--- src/include/conv_settings.svh ---
`ifndef CONV_SETTINGS_SVH
`define CONV_SETTINGS_SVH

// feature map and kernel geometry
`define CONV_FM_DIM         8
`define CONV_WT_DIM         3
`define CONV_OUT_DIM        6

`define CONV_DWIDTH         32
`define CONV_AWIDTH         32
`define CONV_MEM_AWIDTH     14
`define CONV_MEM_DEPTH      16384
`define CONV_TAP_W          4    // holds tap index 0..8
`define CONV_POS_W          3    // holds output row/col 0..5

// host address map
`define CONV_DMEM_BASE      32'h1000_0000
`define CONV_CSR_BASE       32'h8000_0040
`define CONV_REG_CTRL       0
`define CONV_REG_STATUS     4
`define CONV_REG_WT         8
`define CONV_REG_IFM        12
`define CONV_REG_OFM        16

// word offsets after reset, packed back to back
`define CONV_WT_OFFSET_RST  0
`define CONV_IFM_OFFSET_RST 9
`define CONV_OFM_OFFSET_RST 73

`endif

--- src/rtl/conv_pkg.sv ---
`include "conv_settings.svh"

package conv_pkg;

    typedef enum logic [2:0] {
        ST_IDLE    = 3'd0,
        ST_LOAD_WT = 3'd1,
        ST_READ    = 3'd2,
        ST_DRAIN   = 3'd3,
        ST_WRITE   = 3'd4,
        ST_DONE    = 3'd5
    } conv_state_t;

    // kind of memory access the engine is making
    typedef enum logic [1:0] {
        PH_WT  = 2'd0,
        PH_IFM = 2'd1,
        PH_OFM = 2'd2
    } conv_phase_t;

    typedef struct packed {
        logic [`CONV_DWIDTH-3:0] rsvd;
        logic                    done;
        logic                    idle;      // bit 0
    } conv_status_t;

    typedef struct packed {
        logic [`CONV_DWIDTH-3:0] rsvd;
        logic                    soft_rst;
        logic                    start;     // bit 0
    } conv_ctrl_t;

endpackage

--- src/rtl/conv_mac.sv ---
`timescale 1ns/1ps
`include "conv_settings.svh"

module conv_mac import conv_pkg::*; (
    input  logic                   clk,
    input  logic                   rst_i,
    input  conv_phase_t            phase_i,
    input  logic [`CONV_TAP_W-1:0] tap_i,
    input  logic                   rd_i,
    input  logic                   acc_clr_i,
    input  logic [`CONV_DWIDTH-1:0] rdata_i,
    output logic [`CONV_DWIDTH-1:0] sum_o
);
    localparam int NUM_TAPS = `CONV_WT_DIM * `CONV_WT_DIM;

    conv_phase_t                    phase_q;
    logic [`CONV_TAP_W-1:0]         tap_q;
    logic                           rd_q;
    logic signed [`CONV_DWIDTH-1:0] wt_q [NUM_TAPS];
    logic signed [2*`CONV_DWIDTH-1:0] prod;
    logic [`CONV_DWIDTH-1:0]        acc_q;

    always_ff @(posedge clk) begin
        if (rst_i) begin
            rd_q <= 1'b0;
        end else begin
            rd_q <= rd_i;    // data for this strobe arrives next cycle
        end
    end

    always_ff @(posedge clk) begin
        phase_q <= phase_i;
        tap_q   <= tap_i;
        if (rd_q && (phase_q == PH_WT)) begin
            wt_q[tap_q] <= rdata_i;
        end
    end

    assign prod = $signed(rdata_i) * wt_q[tap_q];

    // low half of the product, so the sum wraps at 32 bits
    always_ff @(posedge clk) begin
        if (rst_i || acc_clr_i) begin
            acc_q <= '0;
        end else if (rd_q && (phase_q == PH_IFM)) begin
            acc_q <= acc_q + prod[`CONV_DWIDTH-1:0];
        end
    end

    assign sum_o = acc_q;    // complete in the write cycle

endmodule

--- config.mk ---
export PLATFORM = sky130hd
export DESIGN_NAME = conv_mac
export DESIGN_NICKNAME = d
export VERILOG_FILES = /design/src/rtl/conv_pkg.sv /design/src/rtl/conv_mac.sv
export VERILOG_INCLUDE_DIRS = /design/src /design/src/include
export SDC_FILE = /design/constraint.sdc
export NUM_CORES = 2
export LEC_CHECK = 0
export ABC_AREA = 1
export BUFFER_PORTS_ARGS = -buffer_cell sky130_fd_sc_hd__buf_4
export CAP_MARGIN = 20
export CORE_AREA = 2 2 322 324
export CTS_BUF_LIST = sky130_fd_sc_hd__clkbuf_4 sky130_fd_sc_hd__clkbuf_8 sky130_fd_sc_hd__clkbuf_16
export DETAILED_ROUTE_END_ITERATION = 8
export DIE_AREA = 0 0 324 326
export SLEW_MARGIN = 20
export SYNTH_ARGS = -nofsm -noshare
export SYNTH_HDL_FRONTEND = slang
export SYNTH_SLANG_ARGS = --single-unit
--- constraint.sdc ---
create_clock -name clk -period 23 [get_ports clk]
set_input_delay 0 -clock clk [delete_from_list [all_inputs] [get_ports clk]]
set_output_delay 0 -clock clk [all_outputs]
set_load 0.005 [all_outputs]
==> impl_metrics.toml <==
[sta]
min_period_over_period = 0.416
setup_ws_ns = 13.43
tightestPinTransition_ns = 1.00
fin_crit_ns = 9.57
final-max-slew-violation-count = 0
relSlewSlack = 0.329
hold_viol_final = 0
skew_ns = 0.0363
rsz0062_at_grt = "no"
finalSetupTns_ns = 0
setup_viol = 0
max_freq_mhz = 104

[clock_network]
cts_buffers = 38
clk_latency_ns = 0.59
cts_num_sinks = 327
clk_pin_slew_ns = 0.06
cts_tree = "done"
cts_resized = 0
cts_max_level = 2
ctsRootBufferMaster = "clkbuf_16"
clockBufferDepth = 3

[placement]
preCtsSetupSlack_ns = 13.59
place_hpwl_mm = 60.2
portBuffers = 73
gp_congestion = 0.887

[synthesis]
postSynth.asyncResetShare = 0
synth_edf_count = 288
ys_top_cells_by_area = "fa_1 29%, edfxtp_1 28%, nand2_1 13%"
synth_flop_cell = "edfxtp_1"
netlist_area_um2 = 30500
ys_seq_elements = 327
synth.yosys.seq_area_share = 0.310
ys_types = 40
syn_nets = 4042
syn_avg_cell_area_um2 = 8.93
synth_top_area_share = 0.288
synth_top_area_cell = "fa_1"
yosys_warnings = 0
syn_inst = 3411

[detailed_routing]
ant_nets = 0
drc_errors = 0
drt_iter0_drc = 1743
vias = 22100
firstDrtPassIters = 7
wl_per_cell_um = 17.5
wirelength_mm = 85.0
vias_per_cell = 4.54

[worst_hold_path]
hold_depth = 2
min_to = "phase_q[1]"
hp-start = "phase_i[1]"
hold_class = "input pin to flop"

[global_route]
grt-ovfl-total = 0
antenna_found_initial = 0
grt_max_degree = 54
gr-usage-all-layers = 0.166
grt_pass1_wl_mm = 134
grt_pass1_vias = 23100

[floorplanning]
rows = 118
dieArea_um2 = 106000
core_um2 = 103000
initial_utilization = 0.297
pin_count = 74
die_y_um = 326
fp.dieW_um = 324

[cells_and_area]
drive_gt1_frac = 0.0617
insertedDiodeCount = 0
syn_to_final_growth_pct = 12.1
layout_commonest_cell = "nand2_1"
final_cell_mix = "1,081 x nand2_1, 898 x inv_1, 438 x fa_1, 288 x edfxtp_1, 151 x ha_1"
nets = 4090

[flow_run]
cap_violations = 0

[setup_path]
r2r_end = "sum_o[30]"
crit_path_end_kind = "flop"
reg2reg_from = "tap_q[0]"
crit_path_start_kind = "flop"
worst_path_max_delay_cell = "nand3_1"
reg2reg_slack_ns = 13.43
arrival_ns = 10.06
worstRegToRegCells = 39
criticalPathCategory = "flop to flop"
required_ns = 23.48
crit_fanout = 41
cp_common_cell = "inv_1"
cp_slowest_stage_delay_ns = 0.70

[run_status]
status = "finished clean"
[worst max-delay path by stage]
| stage | startpoint | to | cells after the start |
|---|---|---|---|
| 3_3_place_gp | tap_q[0] | sum_o[30] | 39 |
| 3_5_place_dp | tap_q[0] | sum_o[30] | 39 |
| 2_1_floorplan | tap_q[3] | sum_o[30] | 36 |
| 6_report | tap_q[0] | sum_o[30] | 39 |
| 4_1_cts | tap_q[0] | sum_o[30] | 39 |
| 5_1_grt | tap_q[0] | sum_o[29] | 35 |
[state kept, by name, indices dropped and copies added, names as in the netlist]
signal	flops
tap_q	4
sum_o	32
wt_q	288
phase_q	2
rd_q	1
[synth_stat cells, types with 20 or more instances]
master and instances:
inv_1 898, a21oi_1 57, nor2_1 28, nand4_1 35, ha_1 151, nand3_1 77, dfxtp_1 39, buf_1 20
o21ai_0 45, nand2_1 1081, fa_1 438, clkbuf_1 81, edfxtp_1 288, buf_2 21
[worst max-delay path, delay by kind of cell (launching register included)]
family	cells	cell delay [ns]
adder cells (fa/ha/maj)	9	4.38
AND/OR/NAND/NOR	16	2.57
buffers and inverters	12	1.90
flip-flops	1	0.31
AO/OA/AOI/OAI	1	0.15
XOR/XNOR	1	0.13
[cell families after synthesis]
logic type	synth area share
fa+ha+maj	0.350
buf+inv	0.132
flops	0.310
xor+xnor	0.00949
simple gates	0.173
compound gates	0.0260
[per-stage QoR]
stage	util	hold slack (ns)	cells	area, um^2
floorplan	-	0.0277	3411	30500
finish	0.333	0.0838	4867	34200
detailed placement	0.316	0.106	4758	32400
CTS	0.333	0.0470	4867	34200
global placement	0.316	0.107	4758	32400
global route	0.333	0.0705	4867	34200
[repair_timing]
action,in CTS,in global routing
buffers inserted,0,0
hold buffers,41,0
endpoints found under the hold margin,302,0
[final cells by class]
cell class	count	area [um^2]
clock buffer	41	991
clock inverter	27	343
fill	10500	68500
inverter	901	3380
multi-input combinational	2042	17100
sequential	327	9430
tap	1380	1730
timing repair buffer	149	1220
[per-layer routing]
metal,GRT usage,vias up,wire length (um)
met5,0,-,0
met4,0.0400,0,1810
met3,0.0303,104,7340
met2,0.268,793,39300
met1,0.229,11000,36600
li1,-,10200,-
Power is left out: the tool's default activity adds up to more than one toggle a clock period on the data nets, which glitch-free logic cannot reach.
