`src/include/conv_settings.svh`:
```
`ifndef CONV_SETTINGS_SVH
`define CONV_SETTINGS_SVH

// feature map and kernel geometry
`define CONV_FM_DIM         8
`define CONV_WT_DIM         3
`define CONV_OUT_DIM        6

`define CONV_DWIDTH         32
`define CONV_AWIDTH         32
`define CONV_MEM_AWIDTH     14
`define CONV_MEM_DEPTH      16384
`define CONV_TAP_W          4    // holds tap index 0..8
`define CONV_POS_W          3    // holds output row/col 0..5

// host address map
`define CONV_DMEM_BASE      32'h1000_0000
`define CONV_CSR_BASE       32'h8000_0040
`define CONV_REG_CTRL       0
`define CONV_REG_STATUS     4
`define CONV_REG_WT         8
`define CONV_REG_IFM        12
`define CONV_REG_OFM        16

// word offsets after reset, packed back to back
`define CONV_WT_OFFSET_RST  0
`define CONV_IFM_OFFSET_RST 9
`define CONV_OFM_OFFSET_RST 73

`endif

```
`src/rtl/conv_pkg.sv`:
```
`include "conv_settings.svh"

package conv_pkg;

    typedef enum logic [2:0] {
        ST_IDLE    = 3'd0,
        ST_LOAD_WT = 3'd1,
        ST_READ    = 3'd2,
        ST_DRAIN   = 3'd3,
        ST_WRITE   = 3'd4,
        ST_DONE    = 3'd5
    } conv_state_t;

    // kind of memory access the engine is making
    typedef enum logic [1:0] {
        PH_WT  = 2'd0,
        PH_IFM = 2'd1,
        PH_OFM = 2'd2
    } conv_phase_t;

    typedef struct packed {
        logic [`CONV_DWIDTH-3:0] rsvd;
        logic                    done;
        logic                    idle;      // bit 0
    } conv_status_t;

    typedef struct packed {
        logic [`CONV_DWIDTH-3:0] rsvd;
        logic                    soft_rst;
        logic                    start;     // bit 0
    } conv_ctrl_t;

endpackage

```
`src/rtl/conv_csr.sv`:
```
`timescale 1ns/1ps
`include "conv_settings.svh"

module conv_csr import conv_pkg::*; (
    input  logic                      clk,
    input  logic                      rst_i,
    input  logic [`CONV_AWIDTH-1:0]   host_addr_i,
    input  logic [`CONV_DWIDTH-1:0]   host_wdata_i,
    input  logic [`CONV_DWIDTH/8-1:0] host_be_i,
    input  logic                      host_re_i,
    input  logic [`CONV_DWIDTH-1:0]   mem_rdata_i,
    input  logic                      idle_i,
    input  logic                      done_i,
    output logic                      start_o,
    output logic                      soft_rst_o,
    output logic [`CONV_DWIDTH-1:0]   wt_offset_o,
    output logic [`CONV_DWIDTH-1:0]   ifm_offset_o,
    output logic [`CONV_DWIDTH-1:0]   ofm_offset_o,
    output logic [`CONV_DWIDTH-1:0]   host_rdata_o
);
    logic [`CONV_AWIDTH-1:0] reg_off;
    logic                    reg_hit;
    logic                    reg_we;
    logic                    ctrl_we;
    conv_ctrl_t              ctrl_wr;
    conv_status_t            status;
    logic [`CONV_DWIDTH-1:0] reg_rdata;
    logic [`CONV_DWIDTH-1:0] reg_rdata_q;
    logic                    mem_sel_q;

    function automatic logic [`CONV_DWIDTH-1:0] merge_be(
        input logic [`CONV_DWIDTH-1:0]   old_val,
        input logic [`CONV_DWIDTH-1:0]   new_val,
        input logic [`CONV_DWIDTH/8-1:0] be
    );
        logic [`CONV_DWIDTH-1:0] res;
        res = old_val;
        for (int i = 0; i < `CONV_DWIDTH/8; i++) begin
            if (be[i]) begin
                res[8*i +: 8] = new_val[8*i +: 8];
            end
        end
        return res;
    endfunction

    assign reg_off = host_addr_i - `CONV_CSR_BASE;    // below base wraps to a miss
    assign reg_hit = (reg_off <= `CONV_REG_OFM) && (reg_off[1:0] == 2'b00);
    assign reg_we  = reg_hit && (|host_be_i);
    assign ctrl_we = reg_we && (reg_off == `CONV_REG_CTRL);
    assign ctrl_wr = conv_ctrl_t'(host_wdata_i);

    assign status = '{rsvd: '0, done: done_i, idle: idle_i};

    always_comb begin
        case (reg_off)
            `CONV_REG_STATUS: reg_rdata = status;
            `CONV_REG_WT:     reg_rdata = wt_offset_o;
            `CONV_REG_IFM:    reg_rdata = ifm_offset_o;
            `CONV_REG_OFM:    reg_rdata = ofm_offset_o;
            default:          reg_rdata = '0;    // ctrl reads as zero
        endcase
    end

    always_ff @(posedge clk) begin
        if (rst_i) begin
            wt_offset_o  <= `CONV_WT_OFFSET_RST;
            ifm_offset_o <= `CONV_IFM_OFFSET_RST;
            ofm_offset_o <= `CONV_OFM_OFFSET_RST;
            start_o      <= 1'b0;
            soft_rst_o   <= 1'b0;
            mem_sel_q    <= 1'b0;
        end else begin
            start_o    <= ctrl_we && ctrl_wr.start && !ctrl_wr.soft_rst;  // soft reset wins
            soft_rst_o <= ctrl_we && ctrl_wr.soft_rst;
            if (reg_we) begin
                case (reg_off)
                    `CONV_REG_WT:  wt_offset_o  <= merge_be(wt_offset_o, host_wdata_i, host_be_i);
                    `CONV_REG_IFM: ifm_offset_o <= merge_be(ifm_offset_o, host_wdata_i, host_be_i);
                    `CONV_REG_OFM: ofm_offset_o <= merge_be(ofm_offset_o, host_wdata_i, host_be_i);
                    default:       ;
                endcase
            end
            if (host_re_i) begin
                mem_sel_q <= !reg_hit;    // anything else answers from memory
            end
        end
    end

    always_ff @(posedge clk) begin
        if (host_re_i) begin
            reg_rdata_q <= reg_rdata;
        end
    end

    assign host_rdata_o = mem_sel_q ? mem_rdata_i : reg_rdata_q;

    a_start_vs_soft_rst : assert property (@(posedge clk) disable iff (rst_i)
        !(start_o && soft_rst_o));

endmodule

```
`config.mk`:
```
export PLATFORM = sky130hd
export DESIGN_NAME = conv_csr
export DESIGN_NICKNAME = d
export VERILOG_FILES = /design/src/rtl/conv_pkg.sv /design/src/rtl/conv_csr.sv
export VERILOG_INCLUDE_DIRS = /design/src /design/src/include
export SDC_FILE = /design/constraint.sdc
export NUM_CORES = 1
export LEC_CHECK = 0
export BUFFER_PORTS_ARGS = -buffer_cell sky130_fd_sc_hd__buf_2
export CAP_MARGIN = 5
export CORE_ASPECT_RATIO = 0.75
export CORE_MARGIN = 2
export CORE_UTILIZATION = 30
export DETAILED_ROUTE_END_ITERATION = 12
export GPL_TIMING_DRIVEN = 0
export SYNTH_ARGS = -nofsm -noshare
export SYNTH_HDL_FRONTEND = slang
export SYNTH_SLANG_ARGS = --single-unit
```
`constraint.sdc`:
```
create_clock -name clk -period 5.25 [get_ports clk]
set_clock_uncertainty 0.05 [all_clocks]
set_input_delay 0 -clock clk [delete_from_list [all_inputs] [get_ports clk]]
set_output_delay 0 -clock clk [all_outputs]
set_load 0.01 [all_outputs]
```
==> metrics.cfg <==
[outcome]
status = finished clean

[die]
dieArea_um2 = 22600
boundaryPins = 235
initial_utilization = 0.305
dieHeight_um = 131
die_x_um = 173
core-area_um2 = 21100
rows = 46

[power_and_ir_drop]
p_leak_nw = 4.02
cellPowerDensity_nw_per_um2 = 270
max-vdd-ir-drop_uv = 158

[synth]
syn_area_um2 = 6420
ys_ff_latch = 131
synth_area_per_cell_um2 = 11.4
synthFlopType = dfxtp_1
netlist_instances = 563
async_flop_share = 0
yosysSeqAreaShare = 0.458
synth_nets = 668
synth_edf_count = 32
ys_warn_count = 0
synth_cell_types = 47

[detailed_routing]
vias = 5583
wl_per_cell_um = 20.2
vias_per_cell = 4.84
dr.first_iter.drc_count = 520
route.detailed.drc = 0
drtPass1Iterations = 6
antenna_left = 0
wirelength_um = 23300

[finish]
nNetsFinal = 958
seqCellArea_um2 = 2940
final_cell_mix = 235 x buf_2, 123 x nand2b_1, 99 x dfxtp_1
syn_to_final_growth_pct = 38.5
final_common_cell = buf_2
num_antenna_cells = 0
drive_gt1_frac = 0.386
final_util = 0.422
fillers = 2085
multi_input_area_um2 = 3220

[flow_run]
drv_cap = 0

[global_route]
grt_usage = 0.203
grt_pass1_wl_um = 33800
first_global_vias = 5396
antenna_found_initial = 0
grt_start_max_net_pins = 35
grt_overflow = 0

[worst_hold_path]
worstHoldStart = rst_i
worstHoldEndpoint = ifm_offset_o[10]
hold_class = in2reg
hold_path_depth = 3

[placed_design]
gp_routability_congestion = 0.807
dp_hpwl_um = 17100
port-buffer-count = 233

[timing]
final-setup-viol-count = 0
maxSlewHeadroom = 0.380
fin_tns_setup_ps = 0
rsz0062_at_grt = no
hold_viol_final = 0
worstMarginPinSlew_ps = 929
post-route-period-util = 0.525
timing.hold.ws_ps = 115
maxSlewViolCount = 0
fmax_mhz = 363
period_needed_ps = 2750

[clocking]
cts_made_buffers = 17
clockRootBuffer = clkbuf_16
insertion_delay_ps = 420
cts_buffer_depth = 2
tritoncts = yes
cts.sinks = 131
clkSlewWorstSetupHoldPaths_ps = 60
h-tree-depth = 4

[setup_path]
reg2regPathDepth = 2
critPathKind = in2reg
worstReg2RegEnd = reg_rdata_q[10]
cp.required_ps = 5460
end_kind = register
rrSetupSlack_ps = 3690
worst_ep_arrival_time_ps = 2970
cp-start-kind = primary input
cp_max_fo = 10
r2r-start = ifm_offset_o[10]

## per-stage QoR
| stage | area [µm²] | setup WS (ps) | instances | power [W] |
|---|---|---|---|---|
| 6_report | 8890 | 2500 | 1154 | 0.00240 |
| 5_1_grt | 8890 | 2440 | 1154 | 0.00248 |
| 4_1_cts | 8890 | 2590 | 1154 | 0.00242 |
| 3_5_place_dp | 7950 | 2660 | 1084 | 0.00127 |
| 3_3_place_gp | 7950 | 2670 | 1084 | 0.00127 |
| 2_1_floorplan | 6420 | 3520 | 563 | 0.00117 |
## Yosys cell counts (all sizes together), types with 2 or more instances
library cell,instances,area (µm²)
a21oi,2,10.0
nand2,2,7.51
mux2i,96,961
and3b,9,78.8
dfxtp,99,1980
edfxtp,32,961
nand4,8,170
a32oi,2,17.5
nand2b,123,769
and3,5,31.3
a222oi,30,300
o21ai,2,10.0
nand3,2,10.0
and4,4,41.3
nor3b,5,37.5
nor3,6,51.3
nor2,43,179
mux2,34,383
clkbuf,31,126
or4,3,26.3
buf,10,126
nor4b,2,23.8
## what timing repair did
item,in CTS,in global routing
endpoints found under the hold margin,99,0
setup buffers,0,0
hold buffers,38,0
resized for setup,0,0
## area by class of cell
class | count | area share
plain buffers | 41 | 0.0284
multi-input cells | 390 | 0.362
inverters | 1 | 0.000422
repair buffers | 271 | 0.174
flip-flops and latches | 131 | 0.331
well taps | 288 | 0.0405
clock inverters | 12 | 0.0121
clock buffers | 20 | 0.0514
## worst max path at each step
stage / startpoint / to / cells after the start / slack [ps]
floorplan: host_addr_i[7] / ofm_offset_o[0] / 7 / 3520
global placement: host_addr_i[4] / reg_rdata_q[10] / 7 / 2670
detailed placement: host_addr_i[4] / reg_rdata_q[27] / 7 / 2660
CTS: host_addr_i[1] / reg_rdata_q[27] / 8 / 2590
global route: host_addr_i[1] / reg_rdata_q[24] / 8 / 2440
finish: host_addr_i[1] / reg_rdata_q[27] / 8 / 2500
## where the power goes
group          switching [W]  internal [W]  leakage, nW
sequential        0.00000382       0.00104         1.10
combinational       0.000106      0.000110         2.64
clock               0.000461      0.000676        0.276
## critical path, cell delays in order
cell and delay [ps]:
dlygate4sd3_1 530, buf_2 130, nor3_2 320, and3b_1 200, clkbuf_1 470, clkbuf_1 700, a222oi_1 390, nor2_1 200
## registers in the layout, indices dropped and copies added, names as in the netlist
signal / count
soft_rst_o: 1
reg_rdata_q: 32
mem_sel_q: 1
ifm_offset_o: 32
wt_offset_o: 32
ofm_offset_o: 32
start_o: 1
## cells by family (layout without fill, tap and decap cells)
logic type	after synthesis	in the layout	share of synthesized area
AO/OA/AOI/OAI	41	41	0.0594
multiplexers	130	130	0.209
buffers and inverters	42	345	0.0399
AND/OR/NAND/NOR	218	218	0.232
flip-flops	131	131	0.458
XOR/XNOR	1	1	0.00136
## per-layer routing
| metal | global-route usage | share of wire |
|---|---|---|
| met3 | 0.0434 | 0.067 |
| met4 | 0.0518 | 0.013 |
| met5 | 0 | 0 |
| met2 | 0.311 | 0.44 |
| met1 | 0.292 | 0.48 |
(Power assumes the default switching activity.)
