File: config.mk
export PLATFORM = sky130hd
export DESIGN_NAME = conv_fsm
export DESIGN_NICKNAME = d
export VERILOG_FILES = /design/src/rtl/conv_pkg.sv /design/src/rtl/conv_fsm.sv
export VERILOG_INCLUDE_DIRS = /design/src /design/src/include
export SDC_FILE = /design/constraint.sdc
export NUM_CORES = 1
export LEC_CHECK = 0
export ABC_AREA = 1
export BUFFER_PORTS_ARGS = -buffer_cell sky130_fd_sc_hd__buf_2
export CAP_MARGIN = 20
export CORE_MARGIN = 10
export CORE_UTILIZATION = 56
export CTS_CLUSTER_DIAMETER = 120
export DETAILED_ROUTE_END_ITERATION = 16
export PLACE_DENSITY = 0.78
export SYNTH_ARGS = -nofsm -noshare
export SYNTH_HDL_FRONTEND = slang
export SYNTH_SLANG_ARGS = --single-unit
File: constraint.sdc
create_clock -name clk -period 3.65 [get_ports clk]
set_input_delay 0 -clock clk [delete_from_list [all_inputs] [get_ports clk]]
set_output_delay 0 -clock clk [all_outputs]
set_load 0.005 [all_outputs]
File: src/include/conv_settings.svh
`ifndef CONV_SETTINGS_SVH
`define CONV_SETTINGS_SVH

// feature map and kernel geometry
`define CONV_FM_DIM         8
`define CONV_WT_DIM         3
`define CONV_OUT_DIM        6

`define CONV_DWIDTH         32
`define CONV_AWIDTH         32
`define CONV_MEM_AWIDTH     14
`define CONV_MEM_DEPTH      16384
`define CONV_TAP_W          4    // holds tap index 0..8
`define CONV_POS_W          3    // holds output row/col 0..5

// host address map
`define CONV_DMEM_BASE      32'h1000_0000
`define CONV_CSR_BASE       32'h8000_0040
`define CONV_REG_CTRL       0
`define CONV_REG_STATUS     4
`define CONV_REG_WT         8
`define CONV_REG_IFM        12
`define CONV_REG_OFM        16

// word offsets after reset, packed back to back
`define CONV_WT_OFFSET_RST  0
`define CONV_IFM_OFFSET_RST 9
`define CONV_OFM_OFFSET_RST 73

`endif

File: src/rtl/conv_pkg.sv
`include "conv_settings.svh"

package conv_pkg;

    typedef enum logic [2:0] {
        ST_IDLE    = 3'd0,
        ST_LOAD_WT = 3'd1,
        ST_READ    = 3'd2,
        ST_DRAIN   = 3'd3,
        ST_WRITE   = 3'd4,
        ST_DONE    = 3'd5
    } conv_state_t;

    // kind of memory access the engine is making
    typedef enum logic [1:0] {
        PH_WT  = 2'd0,
        PH_IFM = 2'd1,
        PH_OFM = 2'd2
    } conv_phase_t;

    typedef struct packed {
        logic [`CONV_DWIDTH-3:0] rsvd;
        logic                    done;
        logic                    idle;      // bit 0
    } conv_status_t;

    typedef struct packed {
        logic [`CONV_DWIDTH-3:0] rsvd;
        logic                    soft_rst;
        logic                    start;     // bit 0
    } conv_ctrl_t;

endpackage

File: src/rtl/conv_fsm.sv
`timescale 1ns/1ps
`include "conv_settings.svh"

module conv_fsm import conv_pkg::*; (
    input  logic                   clk,
    input  logic                   rst_i,
    input  logic                   start_i,
    input  logic                   soft_rst_i,
    output conv_phase_t            phase_o,
    output logic [`CONV_TAP_W-1:0] tap_o,
    output logic [`CONV_POS_W-1:0] row_o,
    output logic [`CONV_POS_W-1:0] col_o,
    output logic                   rd_o,
    output logic                   wr_o,
    output logic                   acc_clr_o,
    output logic                   idle_o,
    output logic                   done_o
);
    localparam int LAST_TAP = `CONV_WT_DIM * `CONV_WT_DIM - 1;
    localparam int LAST_POS = `CONV_OUT_DIM - 1;

    conv_state_t            state_q;
    conv_phase_t            phase_q;
    logic [`CONV_TAP_W-1:0] tap_q;
    logic [`CONV_POS_W-1:0] row_q;
    logic [`CONV_POS_W-1:0] col_q;
    logic                   last_tap;

    assign last_tap = (tap_q == LAST_TAP);

    always_ff @(posedge clk) begin
        if (rst_i || soft_rst_i) begin
            state_q <= ST_IDLE;
            phase_q <= PH_WT;
            tap_q   <= '0;
            row_q   <= '0;
            col_q   <= '0;
        end else begin
            case (state_q)
                ST_IDLE, ST_DONE: begin
                    if (start_i) begin
                        state_q <= ST_LOAD_WT;
                        phase_q <= PH_WT;
                        tap_q   <= '0;
                        row_q   <= '0;
                        col_q   <= '0;
                    end
                end
                ST_LOAD_WT, ST_READ: begin    // one tap read per cycle
                    if (last_tap) begin
                        tap_q   <= '0;
                        state_q <= ST_DRAIN;
                    end else begin
                        tap_q <= tap_q + 1'b1;
                    end
                end
                ST_DRAIN: begin
                    // last read data lands in the mac this cycle
                    if (phase_q == PH_WT) begin
                        state_q <= ST_READ;
                        phase_q <= PH_IFM;
                    end else begin
                        state_q <= ST_WRITE;
                        phase_q <= PH_OFM;
                    end
                end
                ST_WRITE: begin
                    phase_q <= PH_IFM;
                    state_q <= ST_READ;
                    if (col_q == LAST_POS) begin
                        col_q <= '0;
                        if (row_q == LAST_POS) begin
                            state_q <= ST_DONE;    // last output written
                        end else begin
                            row_q <= row_q + 1'b1;
                        end
                    end else begin
                        col_q <= col_q + 1'b1;
                    end
                end
                default: state_q <= ST_IDLE;
            endcase
        end
    end

    assign phase_o   = phase_q;
    assign tap_o     = tap_q;
    assign row_o     = row_q;
    assign col_o     = col_q;
    assign rd_o      = (state_q == ST_LOAD_WT) || (state_q == ST_READ);
    assign wr_o      = (state_q == ST_WRITE);
    assign acc_clr_o = (state_q == ST_READ) && (tap_q == '0);    // first tap of each output
    assign idle_o    = (state_q == ST_IDLE) || (state_q == ST_DONE);
    assign done_o    = (state_q == ST_DONE);

    a_rd_wr_excl : assert property (@(posedge clk) disable iff (rst_i)
        !(rd_o && wr_o));

endmodule

==> results by group <==
Run status
  – Status: completed

Setup path
  – Crit start category: register
  – Worst Path Required: between 3 and 4 ns
  – Crit-path max FO: 9
  – Worst path arrival time: 1.60 ns
  – Setup crit end kind: register
  – Crit-path slowest cell: dfxtp_1
  – Most used cell, CP: nand2_2
  – CP cell instances: nand2_2, nand2_2, nand3_4, nand2_2, nand3_1, a21oi_2
  – CP top delay family: simple AND/OR/NAND/NOR gates
  – Critical Path Source: state_q[0]$_SDFFE_PP0P_
  – CP Class: reg2reg
  – Reg2reg start: state_q[0]$_SDFFE_PP0P_
  – CP peak stage delay: 0.57 ns
  – FF-to-FF path depth: 6
  – Worst Path Buf+Inv: 0
  – Worst r2r dst: row_o[2]$_SDFFE_PP0P_
  – R2r setup slk: between 2 and 2.5 ns

Global routing
  – Met2 Track Usage GR: about 21%
  – Number of global-route vias before repair: approximately 880
  – Met3 GRT Util: 3.97%
  – First-pass GRT wire length: 3370 um
  – Largest net degree at the start of global routing: 10
  – GRT Util Overall: 11.7%
  – Total congestion overflow: 0
  – Initial antenna violation count: 0
  – M1 GR Usage: between 10% and 20%
  – GR peak layer: met2

Timing
  – RSZ-0062 raised after global routing: false
  – Fin. max-slew vios: 0
  – Worst-Margin Slew: approximately 0.49 ns
  – Final Critical Period: 1.38 ns
  – Slew margin rel.: around two thirds
  – Clk_skew: approximately 0.0074 ns
  – Fmax: 0.726 GHz
  – Setup TNS: 0 ns
  – Final Hold Fails: 0
  – Final worst-path cycle share: 37.8%
  – Worst setup margin: around 2.3 ns
  – Final setup fails: 0

Placed design
  – RePlAce Congestion: a little over 0.9
  – HPWL after DPL: between 1500 and 2000 um
  – Pre-CTS setup slack: roughly 2.3 ns
  – Port buffer count: 20

Power
  – Net Sw Power: a little over 80 uW
  – Power Internal: 220 uW
  – Gate power share: 12.0%
  – Power Dens Cells: roughly 290 nW/um^2
  – Sw frac: between 20% and 30%
  – Clock group share of total power: 31.5%
  – Leak: just over 0.5 nW
  – Sequential share of power: between 50% and 60%
  – Maximum VDD drop: about 210 uV

Detailed routing
  – Routed Antenna Nets: 0
  – Drt total wl: between 2000 and 2500 um
  – Vias/cell: 5.32
  – Vias post-DR: 905
  – Drt first pass iters: 4
  – Initial detailed-routing violation count: 14
  – Post-DR wirelength/cell: 11.8 um
  – DR DRC count: 0

Layout
  – Ant diodes: 0
  – Layout area overhead: 13.5%
  – Commonest non-fill, non-tap cell in the layout: nand2_1
  – Layout cells sized above 1: between 20% and 30%
  – Most frequent cells in the layout: nand2_1 (25), buf_2 (20), a21oi_1 (15), dfxtp_1 (15), nor2_1 (13)
  – Filler instances: 149
  – Final #Nets: around 160

CTS
  – Clk_lat worst skew: between 0.2 and 0.3 ns
  – CTS resizes: 0
  – # hold bufs at CTS: 0
  – Root Buffer: clkbuf_4
  – CTS clk-pin slew, worst paths: 0.09 ns
  – Postcts setup bufs: 0
  – CTS sink cnt: 15
  – Clock buffer depth: 2
  – TritonCTS clock tree: yes
  – CTS Buf Count: 3
  – H-Tree Level Count: 1

Yosys
  – Syn Inst Count: roughly 130
  – Number of flops mapped to enable cells by yosys: 0
  – Avg Inst Size Synth: ~7 um^2
  – Yosys Warn Count: 0
  – Synthesized cell area: 925 um^2
  – Synth Register Bits: 15
  – Yosys cell types: 26
  – Async SR Flop Fraction: 0%
  – Post-synthesis sequential area ratio: roughly a third
  – Net Count, Synth: 140
  – Primary FF master, synth: dfxtp_1

Floorplanning
  – Row count: 14
  – Starting Density: 60.0%
  – Core Footprint: between 1500 and 2000 um^2
  – Ports: 21
  – Die Footprint: approximately 3700 um^2
  – Die Height: approximately 61 um
  – Chip Width: approximately 61 um

Hold path
  – Worst Hold End: row_o[0]$_SDFFE_PP0P_
  – HP Start: rst_i
  – Hold Path Depth: 4
  – Hold Crit Class: in2reg

Run
  – Max-Cap Viols: 0
tightest hold or removal path: stages:
cell and delay, ns:
buf_2 0.07, nor2_1 0.11, nand2_1 0.10, nor2_1 0.03
power by group through the flow:
stage	Sequential (mW)	Combinational [mW]	Clock, mW
2_1_floorplan	0.171	0.0303	0
3_3_place_gp	0.174	0.0358	0
3_5_place_dp	0.174	0.0365	0
4_1_cts	0.170	0.0366	0.0986
5_1_grt	0.171	0.0420	0.105
6_report	0.170	0.0360	0.0950
logic make-up after synthesis:
logic type	after synthesis	synth area share, %
and+or+nand+nor	68	36.7
AOI/OAI and AO/OA	22	12.7
buffers and inverters	20	9.74
DFF	15	32.5
adders and majority gates	4	5.41
xor gates and xnor gates	2	1.89
muxes	1	1.08
Yosys cell counts (all sizes together) (2+ instances only):
master  number  area [um^2]
a21oi       16         83.8
buf          2         22.5
dfxtp       15          300
ha           4         50.1
inv         18         67.6
nand2       32          138
nand3       15         97.6
nand4        2         12.5
nor2        14         60.1
o21ai        6         33.8
or2          2         12.5
layout make-up:
cell class,count,area (um^2),share of cell area [%]
clock buffers,3,22.5,2.15
repair buffers,20,100,9.54
inverters,18,67.6,6.44
flip-flops and latches,15,300,28.6
well taps,16,20.0,1.91
clock inverters,1,5.00,0.477
multi-input cells,97,534,50.9
per-layer routing:
layer  up-vias  share of wire [%]
li1        470                  -
met3         5                7.8
met1       405                 42
met4         0                2.1
met5         -                  0
met2        25                 48
through the flow:
stage | cell area (um^2) | utilization (%) | instances | power (mW) | hold slack [ns]
after floorplan | 925 | - | 132 | 0.202 | 0.211
after global placement | 1020 | 66.3 | 166 | 0.210 | 0.353
after detailed placement | 1020 | 66.3 | 166 | 0.211 | 0.364
after CTS | 1050 | 68.1 | 170 | 0.306 | 0.0557
after global routing | 1050 | 68.1 | 170 | 0.317 | 0.0869
final | 1050 | 68.1 | 170 | 0.301 | 0.0564
sequential cells by signal, summed over array words and instances, names as in the netlist:
signal / flops
tap_o: 4
state_q: 3
col_o: 3
row_o: 3
phase_o: 2
how the worst max path moves through the flow:
stage               slack (ns)                     to  depth (start not counted)
floorplan                 2.42  row_o[2]$_SDFFE_PP0P_                          7
global placement          2.30  row_o[2]$_SDFFE_PP0P_                          6
detailed placement        2.30  row_o[2]$_SDFFE_PP0P_                          6
CTS                       2.26  row_o[2]$_SDFFE_PP0P_                          6
global route              2.15  row_o[2]$_SDFFE_PP0P_                          6
finish                    2.27  row_o[2]$_SDFFE_PP0P_                          6
No activity file was read; power rests on OpenSTA's default activity.
