### config.mk
export PLATFORM = sky130hd
export DESIGN_NAME = conv_addr_gen
export DESIGN_NICKNAME = d
export VERILOG_FILES = /design/src/rtl/conv_pkg.sv /design/src/rtl/conv_addr_gen.sv
export VERILOG_INCLUDE_DIRS = /design/src /design/src/include
export SDC_FILE = /design/constraint.sdc
export NUM_CORES = 1
export LEC_CHECK = 0
export BUFFER_PORTS_ARGS = -buffer_cell sky130_fd_sc_hd__buf_2
export CAP_MARGIN = 20
export CORE_MARGIN = 2
export CORE_UTILIZATION = 30
export DETAILED_ROUTE_END_ITERATION = 7
export PLACE_DENSITY_LB_ADDON = 0.1
export SYNTH_ARGS = -nofsm -noshare
export SYNTH_HDL_FRONTEND = slang
export SYNTH_SLANG_ARGS = --single-unit
### constraint.sdc
create_clock -name vclk -period 7.51
set_clock_uncertainty 0.2 [all_clocks]
set_input_delay 1.1265 -clock vclk [all_inputs]
set_output_delay 1.1265 -clock vclk [all_outputs]
set_load 0.005 [all_outputs]
### src/include/conv_settings.svh
`ifndef CONV_SETTINGS_SVH
`define CONV_SETTINGS_SVH

// feature map and kernel geometry
`define CONV_FM_DIM         8
`define CONV_WT_DIM         3
`define CONV_OUT_DIM        6

`define CONV_DWIDTH         32
`define CONV_AWIDTH         32
`define CONV_MEM_AWIDTH     14
`define CONV_MEM_DEPTH      16384
`define CONV_TAP_W          4    // holds tap index 0..8
`define CONV_POS_W          3    // holds output row/col 0..5

// host address map
`define CONV_DMEM_BASE      32'h1000_0000
`define CONV_CSR_BASE       32'h8000_0040
`define CONV_REG_CTRL       0
`define CONV_REG_STATUS     4
`define CONV_REG_WT         8
`define CONV_REG_IFM        12
`define CONV_REG_OFM        16

// word offsets after reset, packed back to back
`define CONV_WT_OFFSET_RST  0
`define CONV_IFM_OFFSET_RST 9
`define CONV_OFM_OFFSET_RST 73

`endif

### src/rtl/conv_pkg.sv
`include "conv_settings.svh"

package conv_pkg;

    typedef enum logic [2:0] {
        ST_IDLE    = 3'd0,
        ST_LOAD_WT = 3'd1,
        ST_READ    = 3'd2,
        ST_DRAIN   = 3'd3,
        ST_WRITE   = 3'd4,
        ST_DONE    = 3'd5
    } conv_state_t;

    // kind of memory access the engine is making
    typedef enum logic [1:0] {
        PH_WT  = 2'd0,
        PH_IFM = 2'd1,
        PH_OFM = 2'd2
    } conv_phase_t;

    typedef struct packed {
        logic [`CONV_DWIDTH-3:0] rsvd;
        logic                    done;
        logic                    idle;      // bit 0
    } conv_status_t;

    typedef struct packed {
        logic [`CONV_DWIDTH-3:0] rsvd;
        logic                    soft_rst;
        logic                    start;     // bit 0
    } conv_ctrl_t;

endpackage

### src/rtl/conv_addr_gen.sv
`timescale 1ns/1ps
`include "conv_settings.svh"

module conv_addr_gen import conv_pkg::*; (
    input  conv_phase_t                 phase_i,
    input  logic [`CONV_TAP_W-1:0]      tap_i,
    input  logic [`CONV_POS_W-1:0]      row_i,
    input  logic [`CONV_POS_W-1:0]      col_i,
    input  logic [`CONV_DWIDTH-1:0]     wt_offset_i,
    input  logic [`CONV_DWIDTH-1:0]     ifm_offset_i,
    input  logic [`CONV_DWIDTH-1:0]     ofm_offset_i,
    output logic [`CONV_MEM_AWIDTH-1:0] addr_o
);
    logic [`CONV_DWIDTH-1:0] tap_row;
    logic [`CONV_DWIDTH-1:0] tap_col;
    logic [`CONV_DWIDTH-1:0] pix_row;
    logic [`CONV_DWIDTH-1:0] pix_col;
    logic [`CONV_DWIDTH-1:0] addr_full;

    // kernel position of this tap
    assign tap_row = tap_i / `CONV_WT_DIM;
    assign tap_col = tap_i % `CONV_WT_DIM;

    assign pix_row = row_i + tap_row;    // no padding, window stays inside the map
    assign pix_col = col_i + tap_col;

    always_comb begin
        case (phase_i)
            PH_WT:   addr_full = wt_offset_i + tap_i;
            PH_IFM:  addr_full = ifm_offset_i + pix_row * `CONV_FM_DIM + pix_col;
            PH_OFM:  addr_full = ofm_offset_i + row_i * `CONV_OUT_DIM + col_i;
            default: addr_full = '0;
        endcase
    end

    assign addr_o = addr_full[`CONV_MEM_AWIDTH-1:0];    // word address into dmem

endmodule

==> flow_summary_export.csv, run 1 <==
group,metric,value,unit
yosys,synthDistinctLibCells,57,
timing,hold_viol_final,0,
hold_path,hold_path.class,"primary input to output pin",
power,power_density,126.2,nW/µm²
power,ir_worst_vdd,41.66,µV
floorplanning,io_pins,122,
floorplanning,die_area,9197,µm²
yosys,synth_cells,327,
yosys,post_synth_and_or_nand_nor_area_fraction,0.2005,
layout,antenna_cells,0,
global_route,grt_first_pass_wirelength,11.18,mm
floorplanning,initial_utilization,0.3084,
yosys,synth_commonest_cells,"41 x ha_1, 32 x inv_1, 30 x xnor2_1",
setup_path,start_kind,"primary input",
placement,pre_cts_ws,0.2109,ns
yosys,netlist_area,2534,µm²
run_status,status,"complete, no violations",
layout,nets,558,
detailed_routing,dr.pass1.iters,4,
timing,finalSetupTns,0,ns
placement,hpwl,5.973,mm
setup_path,cp-endpoint,"addr_o[13]",
yosys,synth_top_area_frac,0.2025,
detailed_routing,dr_total_vias,2489,
global_route,grt_pass1_vias,2506,
detailed_routing,vias_per_cell,4.998,
yosys,syn_nets,490,
global_route,grt_max_degree,21,
timing,setup_violations,0,
floorplanning,fp-row-count,33,
layout,seq_cells,0,
setup_path,critPathSlowestCell,"fa_1",
yosys,syn_avg_cell_area,7.748,µm²
timing,finalCriticalPeriod,7.084,ns
yosys,yosysTopAreaCell,"ha_1",
yosys,yosys-mux-area-fraction,0.04593,
placement,port_buffers,68,
yosys,synth_compound_area_frac,0.2257,
setup_path,arrival,5.76,ns
placement,gp_congestion,0.8054,
timing,rsz0062_at_grt,"no",
layout,ff_latch_area,0,µm²
layout,utilization,0.3673,
yosys,synth_xor_xnor_area_share,0.1417,
flow_run,maxCapViolCount,0,
setup_path,crit_chain,"buf_2, nor2b_1, ha_1, a21boi_4, a211o_1, a21oi_1, ha_2, nor2_1, a32o_1, nand3_2, ha_1, inv_1, fa_1, xor2_1, fa_1, inv_1, ha_1, or3_1, o21ai_0, a311oi_1, a211o_1, nand3_1, buf_2",
setup_path,crit_fanout,8,
timing,clock.fmax,141.2,MHz
layout,syn2layout_area_growth,19.11,%
setup_path,endpoint_kind,"output pin",
setup_path,cp.required,6.18,ns
layout,layout-drive-gt1-share,0.2468,
global_route,track_usage,0.1495,
yosys,yosysSeqAreaShare,0,
detailed_routing,routed_wl,6.659,mm
timing,fin_ws,0.4258,ns
yosys,synth_top_family_by_area,"adder cells",
global_route,grt_overflow,0,
hold_path,min_from,"phase_i[0]",
global_route,antenna_found_initial,0,
yosys,yosys.cell_count.top_type,"ha_1",
timing,worst_pin_slew,0.5938,ns
clocking,post_cts_buffers,0,
setup_path,crit_top_cell,"ha_1",
detailed_routing,drtAntennaViolNets,0,
floorplanning,die_y,95.90,µm
detailed_routing,drc,0,
layout,nClkBuffers,0,
yosys,synthAdderAreaFrac,0.3131,
layout,n_fill_cell,911,
setup_path,cp_top_family,"adder cells",
floorplanning,core_area,8217,µm²
timing,slew_headroom,0.6033,
timing,final_max_slew_viol_count,0,
detailed_routing,drtIter0Drc,45,
power,leakagePower,0.001464,µW
yosys,synthTopCellsByArea,"ha_1 20%, fa_1 11%, xnor2_1 10%, inv_1 4.7%, a21oi_1 4.0%",
setup_path,worst-path-stages,23,
floorplanning,die_w,95.90,µm
timing,fin_crit_sh,0.9433,
setup_path,crit_path_start,"tap_i[2]",
yosys,synth_warnings,0,
detailed_routing,wl_per_cell,13.37,µm
setup_path,max_stage_delay,0.48,ns
setup_path,criticalPathCategory,"primary input to output pin",
setup_path,crit_buf_inv,4,
-- placed cells by master, fill, tap and decap left out, types with 2 or more instances in the layout --
cell,synthesis,final
buf_4,0,8
nor2b_1,4,4
xnor2_1,30,30
o21ai_0,18,17
nand3b_1,2,2
o21a_1,4,4
or2b_2,4,4
a21o_1,8,8
nor3_1,6,6
nand2b_1,6,6
nand2_1,22,22
inv_1,32,32
o22ai_1,10,10
buf_2,2,68
a21oi_1,20,20
and2b_2,2,2
nor3b_1,6,6
or3_1,3,3
mux2i_1,9,9
xor2_1,11,11
ha_1,41,39
fa_1,14,14
o21bai_1,2,2
nand3_1,12,11
a211o_1,2,2
nand4_1,4,4
ha_2,0,2
nor2_1,16,16
-- how the worst min path moves through the flow --
| stage | end | slack, ns | depth (start not counted) |
|---|---|---|---|
| 2_1_floorplan | addr_o[0] | 2.14 | 1 |
| 3_3_place_gp | addr_o[11] | 2.52 | 3 |
| 3_5_place_dp | addr_o[8] | 2.52 | 3 |
| 4_1_cts | addr_o[8] | 2.52 | 3 |
| 5_1_grt | addr_o[8] | 2.56 | 3 |
| 6_report | addr_o[2] | 2.52 | 3 |
-- cells by family (layout without fill, tap and decap cells) --
group | count (synthesis) | after routing
xor gates and xnor gates | 41 | 41
buffers and inverters | 42 | 108
muxes | 11 | 11
adders and majority gates | 55 | 55
AOI/OAI and AO/OA | 84 | 84
and+or+nand+nor | 94 | 94
-- per-layer routing --
metal / up-vias / global-route usage / routed length, µm
met3: 6 / 0.004699 / 240
li1: 1297 / - / -
met1: 1139 / 0.2082 / 3337
met2: 47 / 0.2652 / 3008
met5: - / 0 / 0
met4: 0 / 0.01548 / 73
-- worst min-delay path, delay by kind of cell --
family,cells,cell delay (ns)
AO/OA/AOI/OAI,1,0.14
buffers and inverters,2,0.33
-- power by group --
part	switching [µW]	internal, µW	leakage, µW	total [µW]
Combinational	203	178	0.00146	381
Clock	0	0	0	0
Sequential	0	0	0	0
Total	203	178	0.00146	381
-- per-stage QoR --
stage,power [µW],area (µm²),instances,hold WS [ns]
6_report,380.9,3018,498,2.518
5_1_grt,442.3,3018,498,2.563
4_1_cts,383.8,3000,498,2.523
3_5_place_dp,380.1,3000,498,2.524
3_3_place_gp,380.1,3000,498,2.522
2_1_floorplan,274.5,2534,327,2.136
-- cell type report --
class	instances	area, µm²	area share
multi-input combinational	285	2366	0.7840
timing repair buffer	76	400.4	0.1327
tap	105	131.4	0.04353
inverter	32	120.1	0.03980
-- repair_timing --
action	CTS	global route
hold buffers	0	0
hold endpoints to repair	0	0
setup endpoints to repair	0	5
resized for setup	0	6
Power figures use the tool's default switching activity.
==> inputs of run 2 (changes only) <==
- CORE_UTILIZATION: 30 -> 50
==> flow_summary_export.csv, run 2 (synthesized netlist as in run 1, its figures left out) <==
group,metric,value,unit
layout,multi_input_area,2366,µm²
placement,hpwl,5.435,mm
layout,n_fill_cell,503,
detailed_routing,drtIter0Drc,102,
setup_path,arrival,5.87,ns
layout,final_cell_mix,"68 x buf_2, 39 x ha_1, 32 x inv_1",
detailed_routing,dr_total_vias,2546,
hold_path,hold_path.class,"primary input to output pin",
layout,design_area,2978,µm²
setup_path,crit_path_start,"tap_i[2]",
setup_path,max_stage_delay,0.48,ns
floorplanning,core_area,4817,µm²
power,ir_worst_vdd,98.51,µV
power,leakagePower,0.001469,µW
timing,finalCriticalPeriod,7.197,ns
global_route,grt_max_degree,19,
layout,seq_cells,0,
floorplanning,initial_utilization,0.5260,
layout,syn2layout_area_growth,17.53,%
timing,setup_violations,0,
setup_path,crit_chain,"buf_2, nor2b_1, ha_1, a21boi_4, a211o_1, a21oi_1, ha_2, nor2_1, a32o_1, nand3_2, buf_4, mux2_2, fa_1, ha_1, inv_1, fa_1, nor2b_1, o21ai_0, a21boi_1, o21ai_1, a311oi_1, a211o_1, nand3_1, buf_2",
setup_path,critPathSlowestCell,"fa_1",
timing,fin_crit_sh,0.9583,
layout,layout-drive-gt1-share,0.2487,
layout,antenna_cells,0,
global_route,grt_first_pass_wirelength,10.29,mm
floorplanning,io_pins,122,
global_route,grt_overflow,0,
timing,finalSetupTns,0,ns
setup_path,cp.required,6.18,ns
floorplanning,die_area,5653,µm²
setup_path,crit_fanout,7,
power,power_density,128.9,nW/µm²
placement,gp_congestion,0.8564,
setup_path,endpoint_kind,"output pin",
floorplanning,die_y,75.19,µm
placement,port_buffers,68,
setup_path,cp_top_family,"compound AO/OA/AOI/OAI gates",
timing,slew_headroom,0.6963,
setup_path,start_kind,"primary input",
detailed_routing,dr.pass1.iters,4,
global_route,grt_pass1_vias,2349,
timing,clock.fmax,139.0,MHz
clocking,cts.hold.buffers_added,0,
detailed_routing,drc,0,
flow_run,maxCapViolCount,0,
run_status,status,"complete, no violations",
timing,hold_viol_final,0,
global_route,track_usage,0.2268,
power,finalPower,384.0,µW
setup_path,criticalPathCategory,"primary input to output pin",
detailed_routing,vias_per_cell,5.523,
detailed_routing,wl_per_cell,13.37,µm
timing,final_max_slew_viol_count,0,
layout,ff_latch_area,0,µm²
layout,nClkBuffers,0,
floorplanning,fp-row-count,25,
floorplanning,die_w,75.19,µm
timing,worst_pin_slew,0.4508,ns
layout,layout_commonest_cell,"buf_2",
placement,placed_cell_area,2953,µm²
layout,nets,559,
hold_path,min_from,"phase_i[0]",
setup_path,crit_buf_inv,4,
detailed_routing,routed_wl,6.162,mm
detailed_routing,drtAntennaViolNets,0,
layout,utilization,0.6182,
global_route,antenna_found_initial,0,
run 2: cell types whose count changed in the layout (fill, tap and decap cells not counted):
cell   delta
buf_4     +1
run 2: tightest hold or removal path: cells and delay by family:
family	cells	cell delay, ns
AOI/OAI and AO/OA	1	0.12
buffers and inverters	2	0.31
run 2: layout make-up:
class,count,area share
Multi-Input combinational cell,285,0.7945
Timing Repair Buffer,77,0.1370
Inverter,32,0.04034
Tap cell,67,0.02815
run 2: metal layers:
| metal | GRT usage | part of all wire |
|---|---|---|
| met1 | 0.3285 | 0.48 |
| met2 | 0.4025 | 0.48 |
| met3 | 0.004016 | 0.047 |
| met4 | 0.001949 | 0 |
| met5 | 0 | 0 |
run 2: stage by stage:
step	worst slack, ns	hold WS (ns)	instances
after floorplan	0.3443	2.136	327
after global routing	-0.001546	2.531	461
after detailed placement	0.1567	2.484	460
after global placement	0.1973	2.485	460
after CTS	0.1400	2.487	460
final	0.3134	2.485	461
run 2: power breakdown:
group	leakage, µW	switching (µW)	internal (µW)
combinational	0.00147	205	179
sequential	0	0	0
clock	0	0	0
run 2: final timing paths:
kind,to,slack (ns),cells past startpoint
hold / removal,addr_o[8],2.48,3
setup / recovery,addr_o[13],0.31,24
run 2: timing repair:
item	4_1_cts	5_1_grt
setup buffers	0	1
endpoints found under the setup margin	0	6
resized for setup	0	6
